===== config.mk =====
export PLATFORM = sky130hd
export DESIGN_NAME = fp_hazard_top
export DESIGN_NICKNAME = d
export VERILOG_FILES = /design/src/hw/fp_isa_pkg.sv /design/src/hw/fp_pipe_pkg.sv /design/src/hw/fp_src_decode.sv /design/src/hw/fp_dest_track.sv /design/src/hw/fp_hazard.sv /design/src/hw/fp_fwd_select.sv /design/src/hw/fp_hazard_top.sv
export VERILOG_INCLUDE_DIRS = /design/src /design/src/hw
export SDC_FILE = /design/constraint.sdc
export NUM_CORES = 1
export LEC_CHECK = 0
export BUFFER_PORTS_ARGS = -buffer_cell sky130_fd_sc_hd__buf_2
export CAP_MARGIN = 20
export CORE_AREA = 2 2 45 47
export CTS_BUF_LIST = sky130_fd_sc_hd__clkbuf_16
export CTS_CLUSTER_DIAMETER = 60
export DETAILED_ROUTE_END_ITERATION = 16
export DIE_AREA = 0 0 47 49
export PLACE_DENSITY = 0.75
export SLEW_MARGIN = 5
export SYNTH_ARGS = -nofsm -noshare
export SYNTH_HDL_FRONTEND = slang
export SYNTH_SLANG_ARGS = --single-unit

===== constraint.sdc =====
create_clock -name clk -period 1.4 [get_ports clk]
set_input_delay 0.07 -clock clk [delete_from_list [all_inputs] [get_ports clk]]
set_output_delay 0.07 -clock clk [all_outputs]
set_load 0.1 [all_outputs]

===== src/hw/fp_pipe_consts.svh =====
`ifndef FP_PIPE_CONSTS_SVH
`define FP_PIPE_CONSTS_SVH

// Width of an FP register number
// The F extension has 32 registers, f0 through f31
`define FP_REG_W 5

// Codes for the MEM_TYPE parameter

// Block RAM or cache returns load data one cycle late, so it is ready at WB
`define MEM_TYPE_BRAM 0

// Asynchronous SRAM returns load data within the MEM stage
`define MEM_TYPE_SRAM 1

`endif


===== src/hw/fp_isa_pkg.sv =====
package fp_isa_pkg;

  // FP operation code as presented by the ID stage
  // Only the properties that matter for hazards are encoded here
  // The full instruction decode lives elsewhere in the core
  typedef enum logic [2:0] {
    // Bubble or a non-FP instruction
    FP_NOP     = 3'd0,

    // Load word into rd, reads only the integer base register
    FP_FLW     = 3'd1,

    // Store word from rs2, writes nothing in the FP file
    FP_FSW     = 3'd2,

    // Two-operand compute ops, result ready at the end of EX
    FP_FADD    = 3'd3,
    FP_FMUL    = 3'd4,

    // Fused multiply-add is the only op that reads rs3
    FP_FMADD   = 3'd5,

    // Move from an integer register into an FP register
    // The integer source is covered by the integer hazard unit
    FP_FMV_W_X = 3'd6,

    // Move from an FP register into an integer register
    // The destination is integer, so no FP write takes place
    FP_FMV_X_W = 3'd7
  } fp_op_e;

endpackage


===== src/hw/fp_pipe_pkg.sv =====
package fp_pipe_pkg;

  // Source of an FP operand at the input of EX
  // The datapath mux uses this to pick between the register file
  // and the results still travelling down the pipeline
  typedef enum logic [1:0] {
    // Value read from the FP register file in ID
    FWD_NONE = 2'b00,

    // Compute result of the instruction currently in EX
    FWD_EX   = 2'b01,

    // Result held in MEM, either computed or loaded from SRAM
    FWD_MEM  = 2'b10
  } fwd_sel_e;

endpackage


===== src/hw/fp_src_decode.sv =====
module fp_src_decode (
  input  fp_isa_pkg::fp_op_e op,
  output logic               rs1_used,
  output logic               rs2_used,
  output logic               rs3_used,
  output logic               fp_write,
  output logic               is_load
);

  import fp_isa_pkg::*;

  // Pure decode of the ID opcode into FP register usage
  // Every flag starts cleared so an unlisted code behaves as a no-op
  always_comb begin
    rs1_used = 1'b0;
    rs2_used = 1'b0;
    rs3_used = 1'b0;
    fp_write = 1'b0;
    is_load  = 1'b0;

    case (op)
      FP_FLW: begin
        // The address comes from an integer register
        fp_write = 1'b1;
        is_load  = 1'b1;
      end

      FP_FSW: begin
        // Only the store data is an FP source
        rs2_used = 1'b1;
      end

      FP_FADD, FP_FMUL: begin
        rs1_used = 1'b1;
        rs2_used = 1'b1;
        fp_write = 1'b1;
      end

      FP_FMADD: begin
        // The addend is the third source
        rs1_used = 1'b1;
        rs2_used = 1'b1;
        rs3_used = 1'b1;
        fp_write = 1'b1;
      end

      FP_FMV_W_X: begin
        // Integer source, FP destination
        fp_write = 1'b1;
      end

      FP_FMV_X_W: begin
        // FP source, integer destination
        rs1_used = 1'b1;
      end

      default: begin
        // FP_NOP and anything unexpected leave all flags clear
      end
    endcase
  end

endmodule


===== src/hw/fp_dest_track.sv =====
`include "fp_pipe_consts.svh"

module fp_dest_track (
  input  logic                 clk,
  input  logic                 rst_n,
  input  logic                 stall,
  input  logic                 flush,

  // Decoded destination of the instruction in ID
  input  logic [`FP_REG_W-1:0] rd_id,
  input  logic                 fp_write_id,
  input  logic                 is_load_id,

  // Destination state of the EX stage
  output logic [`FP_REG_W-1:0] rd_ex,
  output logic                 reg_write_ex,
  output logic                 is_load_ex,

  // Destination state of the MEM stage
  output logic [`FP_REG_W-1:0] rd_mem,
  output logic                 reg_write_mem,
  output logic                 is_load_mem,

  // Destination state of the WB stage
  output logic [`FP_REG_W-1:0] rd_wb,
  output logic                 reg_write_wb
);

  // EX takes a bubble instead of the ID instruction on either request
  // A stall holds the instruction in ID for another try next cycle
  // A flush discards it entirely
  logic bubble_ex;

  assign bubble_ex = stall || flush;

  // Stage flags
  // Reset clears them so that no stage counts as a producer
  always_ff @(posedge clk) begin
    if (!rst_n) begin
      reg_write_ex  <= 1'b0;
      is_load_ex    <= 1'b0;
      reg_write_mem <= 1'b0;
      is_load_mem   <= 1'b0;
      reg_write_wb  <= 1'b0;
    end else begin
      // A bubble carries no write and no load
      reg_write_ex  <= fp_write_id && !bubble_ex;
      is_load_ex    <= is_load_id && !bubble_ex;

      // Older stages always advance, which drains the pipe under a stall
      reg_write_mem <= reg_write_ex;
      is_load_mem   <= is_load_ex;
      reg_write_wb  <= reg_write_mem;
    end
  end

  // Destination register numbers
  // The number moves along even in a bubble since the cleared write flag
  // already keeps it from matching anything
  always_ff @(posedge clk) begin
    rd_ex  <= rd_id;
    rd_mem <= rd_ex;
    rd_wb  <= rd_mem;
  end

  // WB keeps no load flag
  // By the time a load reaches WB its data is on the write port, and
  // the register file bypass or the WB stall handles it like any result

endmodule


===== src/hw/fp_hazard.sv =====
`include "fp_pipe_consts.svh"

module fp_hazard #(
  parameter int FWD_FP      = 1,
  parameter int FWD_REGFILE = 1,
  parameter int MEM_TYPE    = `MEM_TYPE_BRAM
) (
  // FP sources of the instruction in ID
  input  logic [`FP_REG_W-1:0] fp_rs1_id,
  input  logic [`FP_REG_W-1:0] fp_rs2_id,
  input  logic [`FP_REG_W-1:0] fp_rs3_id,
  input  logic                 fp_rs1_used_id,
  input  logic                 fp_rs2_used_id,
  input  logic                 fp_rs3_used_id,

  // Producer in EX
  input  logic [`FP_REG_W-1:0] fp_rd_ex,
  input  logic                 fp_reg_write_ex,
  input  logic                 is_fp_load_ex,

  // Producer in MEM
  input  logic [`FP_REG_W-1:0] fp_rd_mem,
  input  logic                 fp_reg_write_mem,
  input  logic                 is_fp_load_mem,

  // Producer in WB
  input  logic [`FP_REG_W-1:0] fp_rd_wb,
  input  logic                 fp_reg_write_wb,

  // A flush kills the ID instruction, so it must not stall
  input  logic                 control_flush,

  output logic                 fp_data_hazard_id
);

  // RAW match of any used ID source against one producing stage
  // A stage that does not write the FP file never matches
  function automatic logic src_match(input logic [`FP_REG_W-1:0] rd,
                                     input logic                 reg_write);
    logic m1;
    logic m2;
    logic m3;

    m1 = fp_rs1_used_id && (rd == fp_rs1_id);
    m2 = fp_rs2_used_id && (rd == fp_rs2_id);
    m3 = fp_rs3_used_id && (rd == fp_rs3_id);
    return reg_write && (m1 || m2 || m3);
  endfunction

  logic ex_hazard;
  logic mem_hazard;
  logic wb_hazard;

  assign ex_hazard  = src_match(fp_rd_ex, fp_reg_write_ex);
  assign mem_hazard = src_match(fp_rd_mem, fp_reg_write_mem);

  // The WB comparison only exists without the register file bypass
  // With the bypass, ID reads the value that WB is writing this cycle
  assign wb_hazard  = (FWD_REGFILE == 0) && src_match(fp_rd_wb, fp_reg_write_wb);

  // Load-use cases that forwarding cannot cover
  // A load in EX has no data yet with either memory type
  logic load_use_ex;
  logic load_use_mem;

  assign load_use_ex  = is_fp_load_ex && ex_hazard;

  // Block RAM data shows up only at WB, so a load in MEM also stalls
  // SRAM data is already in MEM and the forwarding unit picks it up there
  assign load_use_mem = (MEM_TYPE == `MEM_TYPE_BRAM) && is_fp_load_mem && mem_hazard;

  // Stall conditions for the two pipeline configurations
  logic fwd_stall;
  logic raw_stall;

  // With forwarding, compute results in EX and MEM go straight to the operand
  // muxes, leaving only the load-use and WB cases
  assign fwd_stall = load_use_ex || load_use_mem || wb_hazard;

  // Without forwarding every pending write to a used source has to drain
  // The stall lasts until the producer leaves the last compared stage
  assign raw_stall = ex_hazard || mem_hazard || wb_hazard;

  // The flush overrides everything because the ID instruction is dropped
  assign fp_data_hazard_id = ((FWD_FP != 0) ? fwd_stall : raw_stall) && !control_flush;

endmodule


===== src/hw/fp_fwd_select.sv =====
`include "fp_pipe_consts.svh"

module fp_fwd_select #(
  parameter int MEM_TYPE = `MEM_TYPE_BRAM
) (
  // FP sources of the instruction in ID
  input  logic [`FP_REG_W-1:0] rs1,
  input  logic [`FP_REG_W-1:0] rs2,
  input  logic [`FP_REG_W-1:0] rs3,
  input  logic                 rs1_used,
  input  logic                 rs2_used,
  input  logic                 rs3_used,

  // Producer in EX
  input  logic [`FP_REG_W-1:0] rd_ex,
  input  logic                 reg_write_ex,
  input  logic                 is_load_ex,

  // Producer in MEM
  input  logic [`FP_REG_W-1:0] rd_mem,
  input  logic                 reg_write_mem,
  input  logic                 is_load_mem,

  output fp_pipe_pkg::fwd_sel_e fwd_rs1_sel,
  output fp_pipe_pkg::fwd_sel_e fwd_rs2_sel,
  output fp_pipe_pkg::fwd_sel_e fwd_rs3_sel
);

  import fp_pipe_pkg::*;

  // Select for one source, checking the youngest producer first
  // EX only forwards compute results since a load there has no data yet
  // MEM forwards a load only when SRAM returned the data in that stage
  function automatic fwd_sel_e pick(input logic [`FP_REG_W-1:0] rs,
                                    input logic                 used);
    logic ex_ok;
    logic mem_ok;

    ex_ok  = reg_write_ex && !is_load_ex && (rd_ex == rs);
    mem_ok = reg_write_mem && (rd_mem == rs) &&
             (!is_load_mem || (MEM_TYPE == `MEM_TYPE_SRAM));

    if (!used) begin
      return FWD_NONE;
    end else if (ex_ok) begin
      return FWD_EX;
    end else if (mem_ok) begin
      return FWD_MEM;
    end
    return FWD_NONE;
  endfunction

  assign fwd_rs1_sel = pick(rs1, rs1_used);
  assign fwd_rs2_sel = pick(rs2, rs2_used);
  assign fwd_rs3_sel = pick(rs3, rs3_used);

endmodule


===== src/hw/fp_hazard_top.sv =====
`include "fp_pipe_consts.svh"

module fp_hazard_top #(
  parameter int FWD_FP      = 1,
  parameter int FWD_REGFILE = 1,
  parameter int MEM_TYPE    = `MEM_TYPE_BRAM
) (
  input  logic                  clk,
  input  logic                  rst_n,

  // Instruction in ID
  input  fp_isa_pkg::fp_op_e    op_id,
  input  logic [`FP_REG_W-1:0]  rs1_id,
  input  logic [`FP_REG_W-1:0]  rs2_id,
  input  logic [`FP_REG_W-1:0]  rs3_id,
  input  logic [`FP_REG_W-1:0]  rd_id,
  input  logic                  control_flush,

  output logic                  fp_data_hazard_id,
  output fp_pipe_pkg::fwd_sel_e fwd_rs1_sel,
  output fp_pipe_pkg::fwd_sel_e fwd_rs2_sel,
  output fp_pipe_pkg::fwd_sel_e fwd_rs3_sel
);

  import fp_pipe_pkg::*;

  // Decoded usage of the ID instruction
  logic rs1_used_id;
  logic rs2_used_id;
  logic rs3_used_id;
  logic fp_write_id;
  logic is_load_id;

  // Producer state of the later stages
  logic [`FP_REG_W-1:0] rd_ex;
  logic [`FP_REG_W-1:0] rd_mem;
  logic [`FP_REG_W-1:0] rd_wb;
  logic                 reg_write_ex;
  logic                 reg_write_mem;
  logic                 reg_write_wb;
  logic                 is_load_ex;
  logic                 is_load_mem;

  fp_src_decode u_decode (
    .op       (op_id),
    .rs1_used (rs1_used_id),
    .rs2_used (rs2_used_id),
    .rs3_used (rs3_used_id),
    .fp_write (fp_write_id),
    .is_load  (is_load_id)
  );

  // The stall feeds back here so that EX receives a bubble while ID holds
  fp_dest_track u_track (
    .clk           (clk),
    .rst_n         (rst_n),
    .stall         (fp_data_hazard_id),
    .flush         (control_flush),
    .rd_id         (rd_id),
    .fp_write_id   (fp_write_id),
    .is_load_id    (is_load_id),
    .rd_ex         (rd_ex),
    .reg_write_ex  (reg_write_ex),
    .is_load_ex    (is_load_ex),
    .rd_mem        (rd_mem),
    .reg_write_mem (reg_write_mem),
    .is_load_mem   (is_load_mem),
    .rd_wb         (rd_wb),
    .reg_write_wb  (reg_write_wb)
  );

  fp_hazard #(
    .FWD_FP      (FWD_FP),
    .FWD_REGFILE (FWD_REGFILE),
    .MEM_TYPE    (MEM_TYPE)
  ) u_hazard (
    .fp_rs1_id         (rs1_id),
    .fp_rs2_id         (rs2_id),
    .fp_rs3_id         (rs3_id),
    .fp_rs1_used_id    (rs1_used_id),
    .fp_rs2_used_id    (rs2_used_id),
    .fp_rs3_used_id    (rs3_used_id),
    .fp_rd_ex          (rd_ex),
    .fp_reg_write_ex   (reg_write_ex),
    .is_fp_load_ex     (is_load_ex),
    .fp_rd_mem         (rd_mem),
    .fp_reg_write_mem  (reg_write_mem),
    .is_fp_load_mem    (is_load_mem),
    .fp_rd_wb          (rd_wb),
    .fp_reg_write_wb   (reg_write_wb),
    .control_flush     (control_flush),
    .fp_data_hazard_id (fp_data_hazard_id)
  );

  if (FWD_FP != 0) begin : g_fwd
    fp_fwd_select #(
      .MEM_TYPE (MEM_TYPE)
    ) u_fwd (
      .rs1           (rs1_id),
      .rs2           (rs2_id),
      .rs3           (rs3_id),
      .rs1_used      (rs1_used_id),
      .rs2_used      (rs2_used_id),
      .rs3_used      (rs3_used_id),
      .rd_ex         (rd_ex),
      .reg_write_ex  (reg_write_ex),
      .is_load_ex    (is_load_ex),
      .rd_mem        (rd_mem),
      .reg_write_mem (reg_write_mem),
      .is_load_mem   (is_load_mem),
      .fwd_rs1_sel   (fwd_rs1_sel),
      .fwd_rs2_sel   (fwd_rs2_sel),
      .fwd_rs3_sel   (fwd_rs3_sel)
    );
  end else begin : g_no_fwd
    // Every operand comes from the register file
    // The hazard unit stalls until each producer has been written back
    assign fwd_rs1_sel = FWD_NONE;
    assign fwd_rs2_sel = FWD_NONE;
    assign fwd_rs3_sel = FWD_NONE;
  end

endmodule


# Word-level counts from Yosys, hierarchy flattened
# Cells that the tools add are included.
[word_totals] reg_bits=14 input_bits=26 output_inout_bits=7
[op_classes] n_eq_ne=13 mux=26 n_reduce_logical=36
[op_table] cell="$eq 5x5->1" n=6
[op_table] cell="$mux 2" n=12
[op_table] cell="$logic_and 1x1->1" n=23
[op_table] cell="$mux 1" n=14
[op_table] cell="$eq 3x3->1 const B" n=4
[op_table] cell="$reduce_or 4->1" n=2
[op_table] cell="$eq 3x2->1 const B" n=2
[op_table] cell="$logic_or 1x1->1" n=6
[op_table] cell="$reduce_or 5->1" n=1
[op_table] cell="$logic_not 1->1" n=4
[op_table] cell="$eq 3x1->1 const B" n=1

# Logic depth before layout (Yosys ltp)
[depth] depth_word=13 ltp_mapped=5 mapped_depth_nobuf=5

# Modules after synthesis
# A second synthesis with hierarchy kept.
[unflattened] cells_unflattened=127 area_unflattened_um2=1260.0
[modules_own_cells] module="fp_dest_track" instances=1 cells_each=25 area_each_um2=444.2 seq_area_each_um2=400.4
[modules_own_cells] module="fp_fwd_select" instances=1 cells_each=50 area_each_um2=382.9 seq_area_each_um2=0.0
[modules_own_cells] module="fp_hazard" instances=1 cells_each=46 area_each_um2=379.1 seq_area_each_um2=0.0
[modules_own_cells] module="fp_src_decode" instances=1 cells_each=6 area_each_um2=53.8 seq_area_each_um2=0.0

# Least setup slack after synthesis
# OpenSTA, ideal clock, no wires.
[synth_path] path_kind="flip-flop to output port" startpoint="reg u_track.rd_mem[2]" endpoint="out fwd_rs3_sel[1]" t_arrival_ns=3.095 slack_ns=-1.765 path_stages_with_launch=5 cell_sequence="dfxtp_1 -> xor2_1 -> nor4_1 -> nand3_1 -> a211oi_1"
[synth_via] elab_chain_len=7
[synth_lines] item="start, declared" line_no="fp_dest_track.sv:20" rtl="output logic [`FP_REG_W-1:0] rd_mem,"
[synth_lines] item="start signal, assigned" line_no="fp_dest_track.sv:62" rtl="rd_mem <= rd_ex;"
[synth_lines] item="$eq 5x5->1" line_no="fp_fwd_select.sv:40" rtl="mem_ok = reg_write_mem && (rd_mem == rs) &&"
[synth_lines] item="$logic_and 1x1->1 (2 in a row)" line_no="fp_fwd_select.sv:40"
[synth_lines] item="$mux 1" line_no="fp_fwd_select.sv:47" rtl="end else if (mem_ok) begin"
[synth_lines] item="$mux 1" line_no="fp_fwd_select.sv:45" rtl="end else if (ex_ok) begin"
[synth_lines] item="$mux 1" line_no="fp_fwd_select.sv:43" rtl="if (!used) begin"
[synth_lines] item="$mux 2" line_no="fp_fwd_select.sv:50" rtl="return FWD_NONE;"
[synth_lines] item="end, declared" line_no="fp_hazard_top.sv:22" rtl="output fp_pipe_pkg::fwd_sel_e fwd_rs3_sel"
# Every way passes these cells.

# Worst setup path after layout
[layout_path] startpoint="reg u_track.rd_mem[2]" endpoint="out fp_data_hazard_id"
[layout_via] elab_chain_len=8
[layout_lines] item="$eq 5x5->1, on equally long branches" line_no="fp_hazard.sv:44, fp_hazard.sv:45"
[layout_lines] item="$logic_and 1x1->1, on equally long branches" line_no="fp_hazard.sv:44, fp_hazard.sv:45"
[layout_lines] item="$logic_or 1x1->1" line_no="fp_hazard.sv:47" rtl="return reg_write && (m1 || m2 || m3);"
[layout_lines] item="$logic_or 1x1->1 (*)" line_no="fp_hazard.sv:47"
[layout_lines] item="$logic_and 1x1->1 (*)" line_no="fp_hazard.sv:47"
[layout_lines] item="$logic_and 1x1->1 (*)" line_no="fp_hazard.sv:70" rtl="assign load_use_mem = (MEM_TYPE == `MEM_TYPE_BRAM) && is_fp_load_mem && mem_hazard;"
[layout_lines] item="$logic_or 1x1->1 (*)" line_no="fp_hazard.sv:78" rtl="assign fwd_stall = load_use_ex || load_use_mem || wb_hazard;"
[layout_lines] item="$logic_and 1x1->1 (*)" line_no="fp_hazard.sv:85" rtl="assign fp_data_hazard_id = ((FWD_FP != 0) ? fwd_stall : raw_stall) && !control_flush;"
[layout_lines] item="end, declared" line_no="fp_hazard_top.sv:19" rtl="output logic fp_data_hazard_id,"
# Mark *: on every way between the ends. The rest lies on a longest branch, timed or not.

==> impl_metrics.ini <==
[logic_synthesis]
ys_seq_area_frac = 0.348
ys_ff_latch = 14
avgSynthCellArea_sq_um = 8.84
synth_nets = 117
synth_cell_types = 22
syn_inst = 91
synth_area_sq_um = 805
yosysWarnings = 0

[setup_path]
critPathCaptureType = output pin
r2r_setup_slack_ns = -0.05
worstPathRequired_ns = 1.33
reg2reg_depth = 5
cp_max_fo = 3
worst_ep_arrival_time_ns = 1.82
reg2reg_from = u_track.rd_mem[2]$_DFF_P_
start_kind = register
reg2reg_to = u_track.reg_write_ex$_SDFF_PN0_
crit_type = reg -> out

[clock_network]
cts.sinks = 14
clock_latency_ns = 0.25
cts-buffers-inserted = 3
cts_tree = yes
clk_pin_slew_ns = 0.05
root_buffer = clkbuf_16
clockBufferDepth = 2
htree_levels = 1
cts_setup_buffers = 0

[routing]
route.detailed.drc = 0
antenna_left = 0
dr.pass1.iters = 4
routedWlPerCell_um = 15.2
vias_per_cell = 5.16
vias = 892
drt_iter0_markers = 17
drt-total-wl_um = 2630

[layout]
num-nets-final = 173
n_antenna_cell = 0
area_growth_pct = 86.3
stdcell_area_sq_um = 1500
nFillCells = 104
drive_above_1_share = 0.534

[pwr]
power_density_nw_per_um2 = 837
vdd_drop_max_v = 0.00113
p_leak_uw = 0.000609

[global_route]
grt_pass1_vias = 958
met1_usage = 0.256
grt_usage = 0.256
gr-usage-met3 = 0.100
grt_pass1_wl_um = 4020
busiest_layer = met2
grtUsageMet2 = 0.411
grt_max_degree = 9
grt_antenna_before_repair = 0
overflow = 0

[sta]
min_period_over_period = 1.35
min_period_ns = 1.89
tightestPinTransition_ns = 0.397
whs_ns = 0.0801
drv_slew = 0
max_freq_mhz = 529
setup_ws_ns = -0.489
hold_violations = 0
relSlewSlack = 0.735
rsz0062_at_grt = true
setup_violations = 8
fin_skew_ns = 0.00477

[min_path]
hp-class = in -> reg
min-delay-start = rst_n
holdPathEnd = u_track.reg_write_mem$_SDFF_PN0_
min_path_cells = 2

[floorplanning]
die_w_um = 47
fp-row-count = 16
num_io_pins = 33
initial_utilization = 0.437
dieArea_sq_um = 2300
core_sq_um = 1840
die_h_um = 49

[run_status]
violations = setup timing
outcome = complete, but fails checks

[placed_design]
hpwlAfterDp_um = 1730
placed_cell_area_sq_um = 1290
port_buffers = 32
finalWeightedCongestion = 0.912

[flow_run]
drv_cap = 0
how the worst max path moves through the flow:
stage                               from                end  cells after the start
6_report       u_track.rd_mem[2]$_DFF_P_  fp_data_hazard_id                      6
5_1_grt        u_track.rd_mem[1]$_DFF_P_  fp_data_hazard_id                      6
4_1_cts        u_track.rd_mem[1]$_DFF_P_  fp_data_hazard_id                      6
3_3_place_gp   u_track.rd_mem[2]$_DFF_P_  fp_data_hazard_id                      6
3_5_place_dp   u_track.rd_mem[4]$_DFF_P_  fp_data_hazard_id                      6
2_1_floorplan  u_track.rd_mem[0]$_DFF_P_     fwd_rs3_sel[1]                      4
cell type report:
cell class | instances | area [sq um] | share of cell area
Tap cell | 27 | 33.8 | 0.0225
Clock buffer | 3 | 75.1 | 0.0501
Clock inverter | 1 | 3.75 | 0.00250
Multi-Input combinational cell | 76 | 664 | 0.443
Inverter | 1 | 3.75 | 0.00250
Timing Repair Buffer | 51 | 420 | 0.280
Sequential cell | 14 | 298 | 0.199
worst max-delay path, stage by stage, from the launching register on:
cell and delay (ns):
dfxtp_2 0.34, xor2_1 0.16, nor4_2 0.29, nand3_1 0.21, a31oi_2 0.26, o21a_4 0.15, buf_12 0.16
layer usage:
| metal | part of all wire | up-vias |
|---|---|---|
| met3 | 0.055 | 16 |
| met5 | 0 | - |
| met1 | 0.36 | 415 |
| li1 | - | 419 |
| met4 | 0.066 | 0 |
| met2 | 0.51 | 42 |
logic make-up after synthesis:
logic type,share of synthesized area
AO/OA/AOI/OAI,0.0327
multiplexers,0.0124
flip-flops,0.348
XOR/XNOR,0.337
AND/OR/NAND/NOR,0.264
buffers and inverters,0.00466
Yosys cell counts:
master | number | share of area
xnor2_1 | 11 | 0.12
nor4_1 | 3 | 0.023
a211oi_1 | 1 | 0.0093
xor2_1 | 20 | 0.22
nand4_1 | 2 | 0.016
and2_1 | 2 | 0.016
nor2b_1 | 1 | 0.0078
o21ai_0 | 1 | 0.0062
nand3b_1 | 1 | 0.0093
nor3_1 | 7 | 0.044
o21a_1 | 1 | 0.0093
inv_1 | 1 | 0.0047
nor2_1 | 7 | 0.033
nor4b_1 | 1 | 0.011
nand2_1 | 5 | 0.023
nor4_2 | 1 | 0.016
and3_1 | 1 | 0.0078
mux2i_1 | 1 | 0.012
nand2b_1 | 2 | 0.016
a31oi_1 | 1 | 0.0078
dfxtp_1 | 14 | 0.35
nand3_1 | 7 | 0.044
registers in the layout, summed over array words and instances, names as in the netlist:
name,cells
u_track.rd_mem,5
u_track.rd_ex,5
u_track.is_load_ex,1
u_track.reg_write_ex,1
u_track.reg_write_mem,1
u_track.is_load_mem,1
per-stage QoR:
stage                     total power (uW)  TNS [ns]  utilization  setup slack (ns)  instances
after floorplan                        555     -1.92            -            -0.364         91
after global placement                 655    -0.429        0.700            -0.148        164
after detailed placement               659    -0.977        0.700            -0.271        164
after CTS                             1240     -2.22        0.796            -0.450        173
after global routing                  1290     -3.09        0.814            -0.556        173
final                                 1260     -2.66        0.814            -0.489        173
power by group:
part           switching (uW)  leakage, uW  total [uW]  internal (uW)
logic                     133     0.000453         256            123
registers                21.7     0.000118         440            418
clock network             181    0.0000385         560            379
placed cells by master, fill, tap and decap left out, drive strengths merged, types with 2 or more instances in the layout:
master | Yosys | final
buf | 0 | 46
xor2 | 20 | 20
dfxtp | 14 | 14
xnor2 | 11 | 11
nand3 | 7 | 7
nor2 | 7 | 7
nor3 | 7 | 7
dlygate4sd3 | 0 | 5
nand2 | 5 | 5
nor4 | 4 | 4
clkbuf | 0 | 3
nand2b | 2 | 2
nand4 | 2 | 2
and2 | 2 | 2
timing repair:
action / CTS / global route
hold buffers: 5 / 0
hold endpoints to repair: 5 / 0
setup endpoints to repair: 8 / 8
resized for setup: 13 / 7
cloned: 0 / 0
pin swaps: 14 / 10
Power figures use the tool's default switching activity.
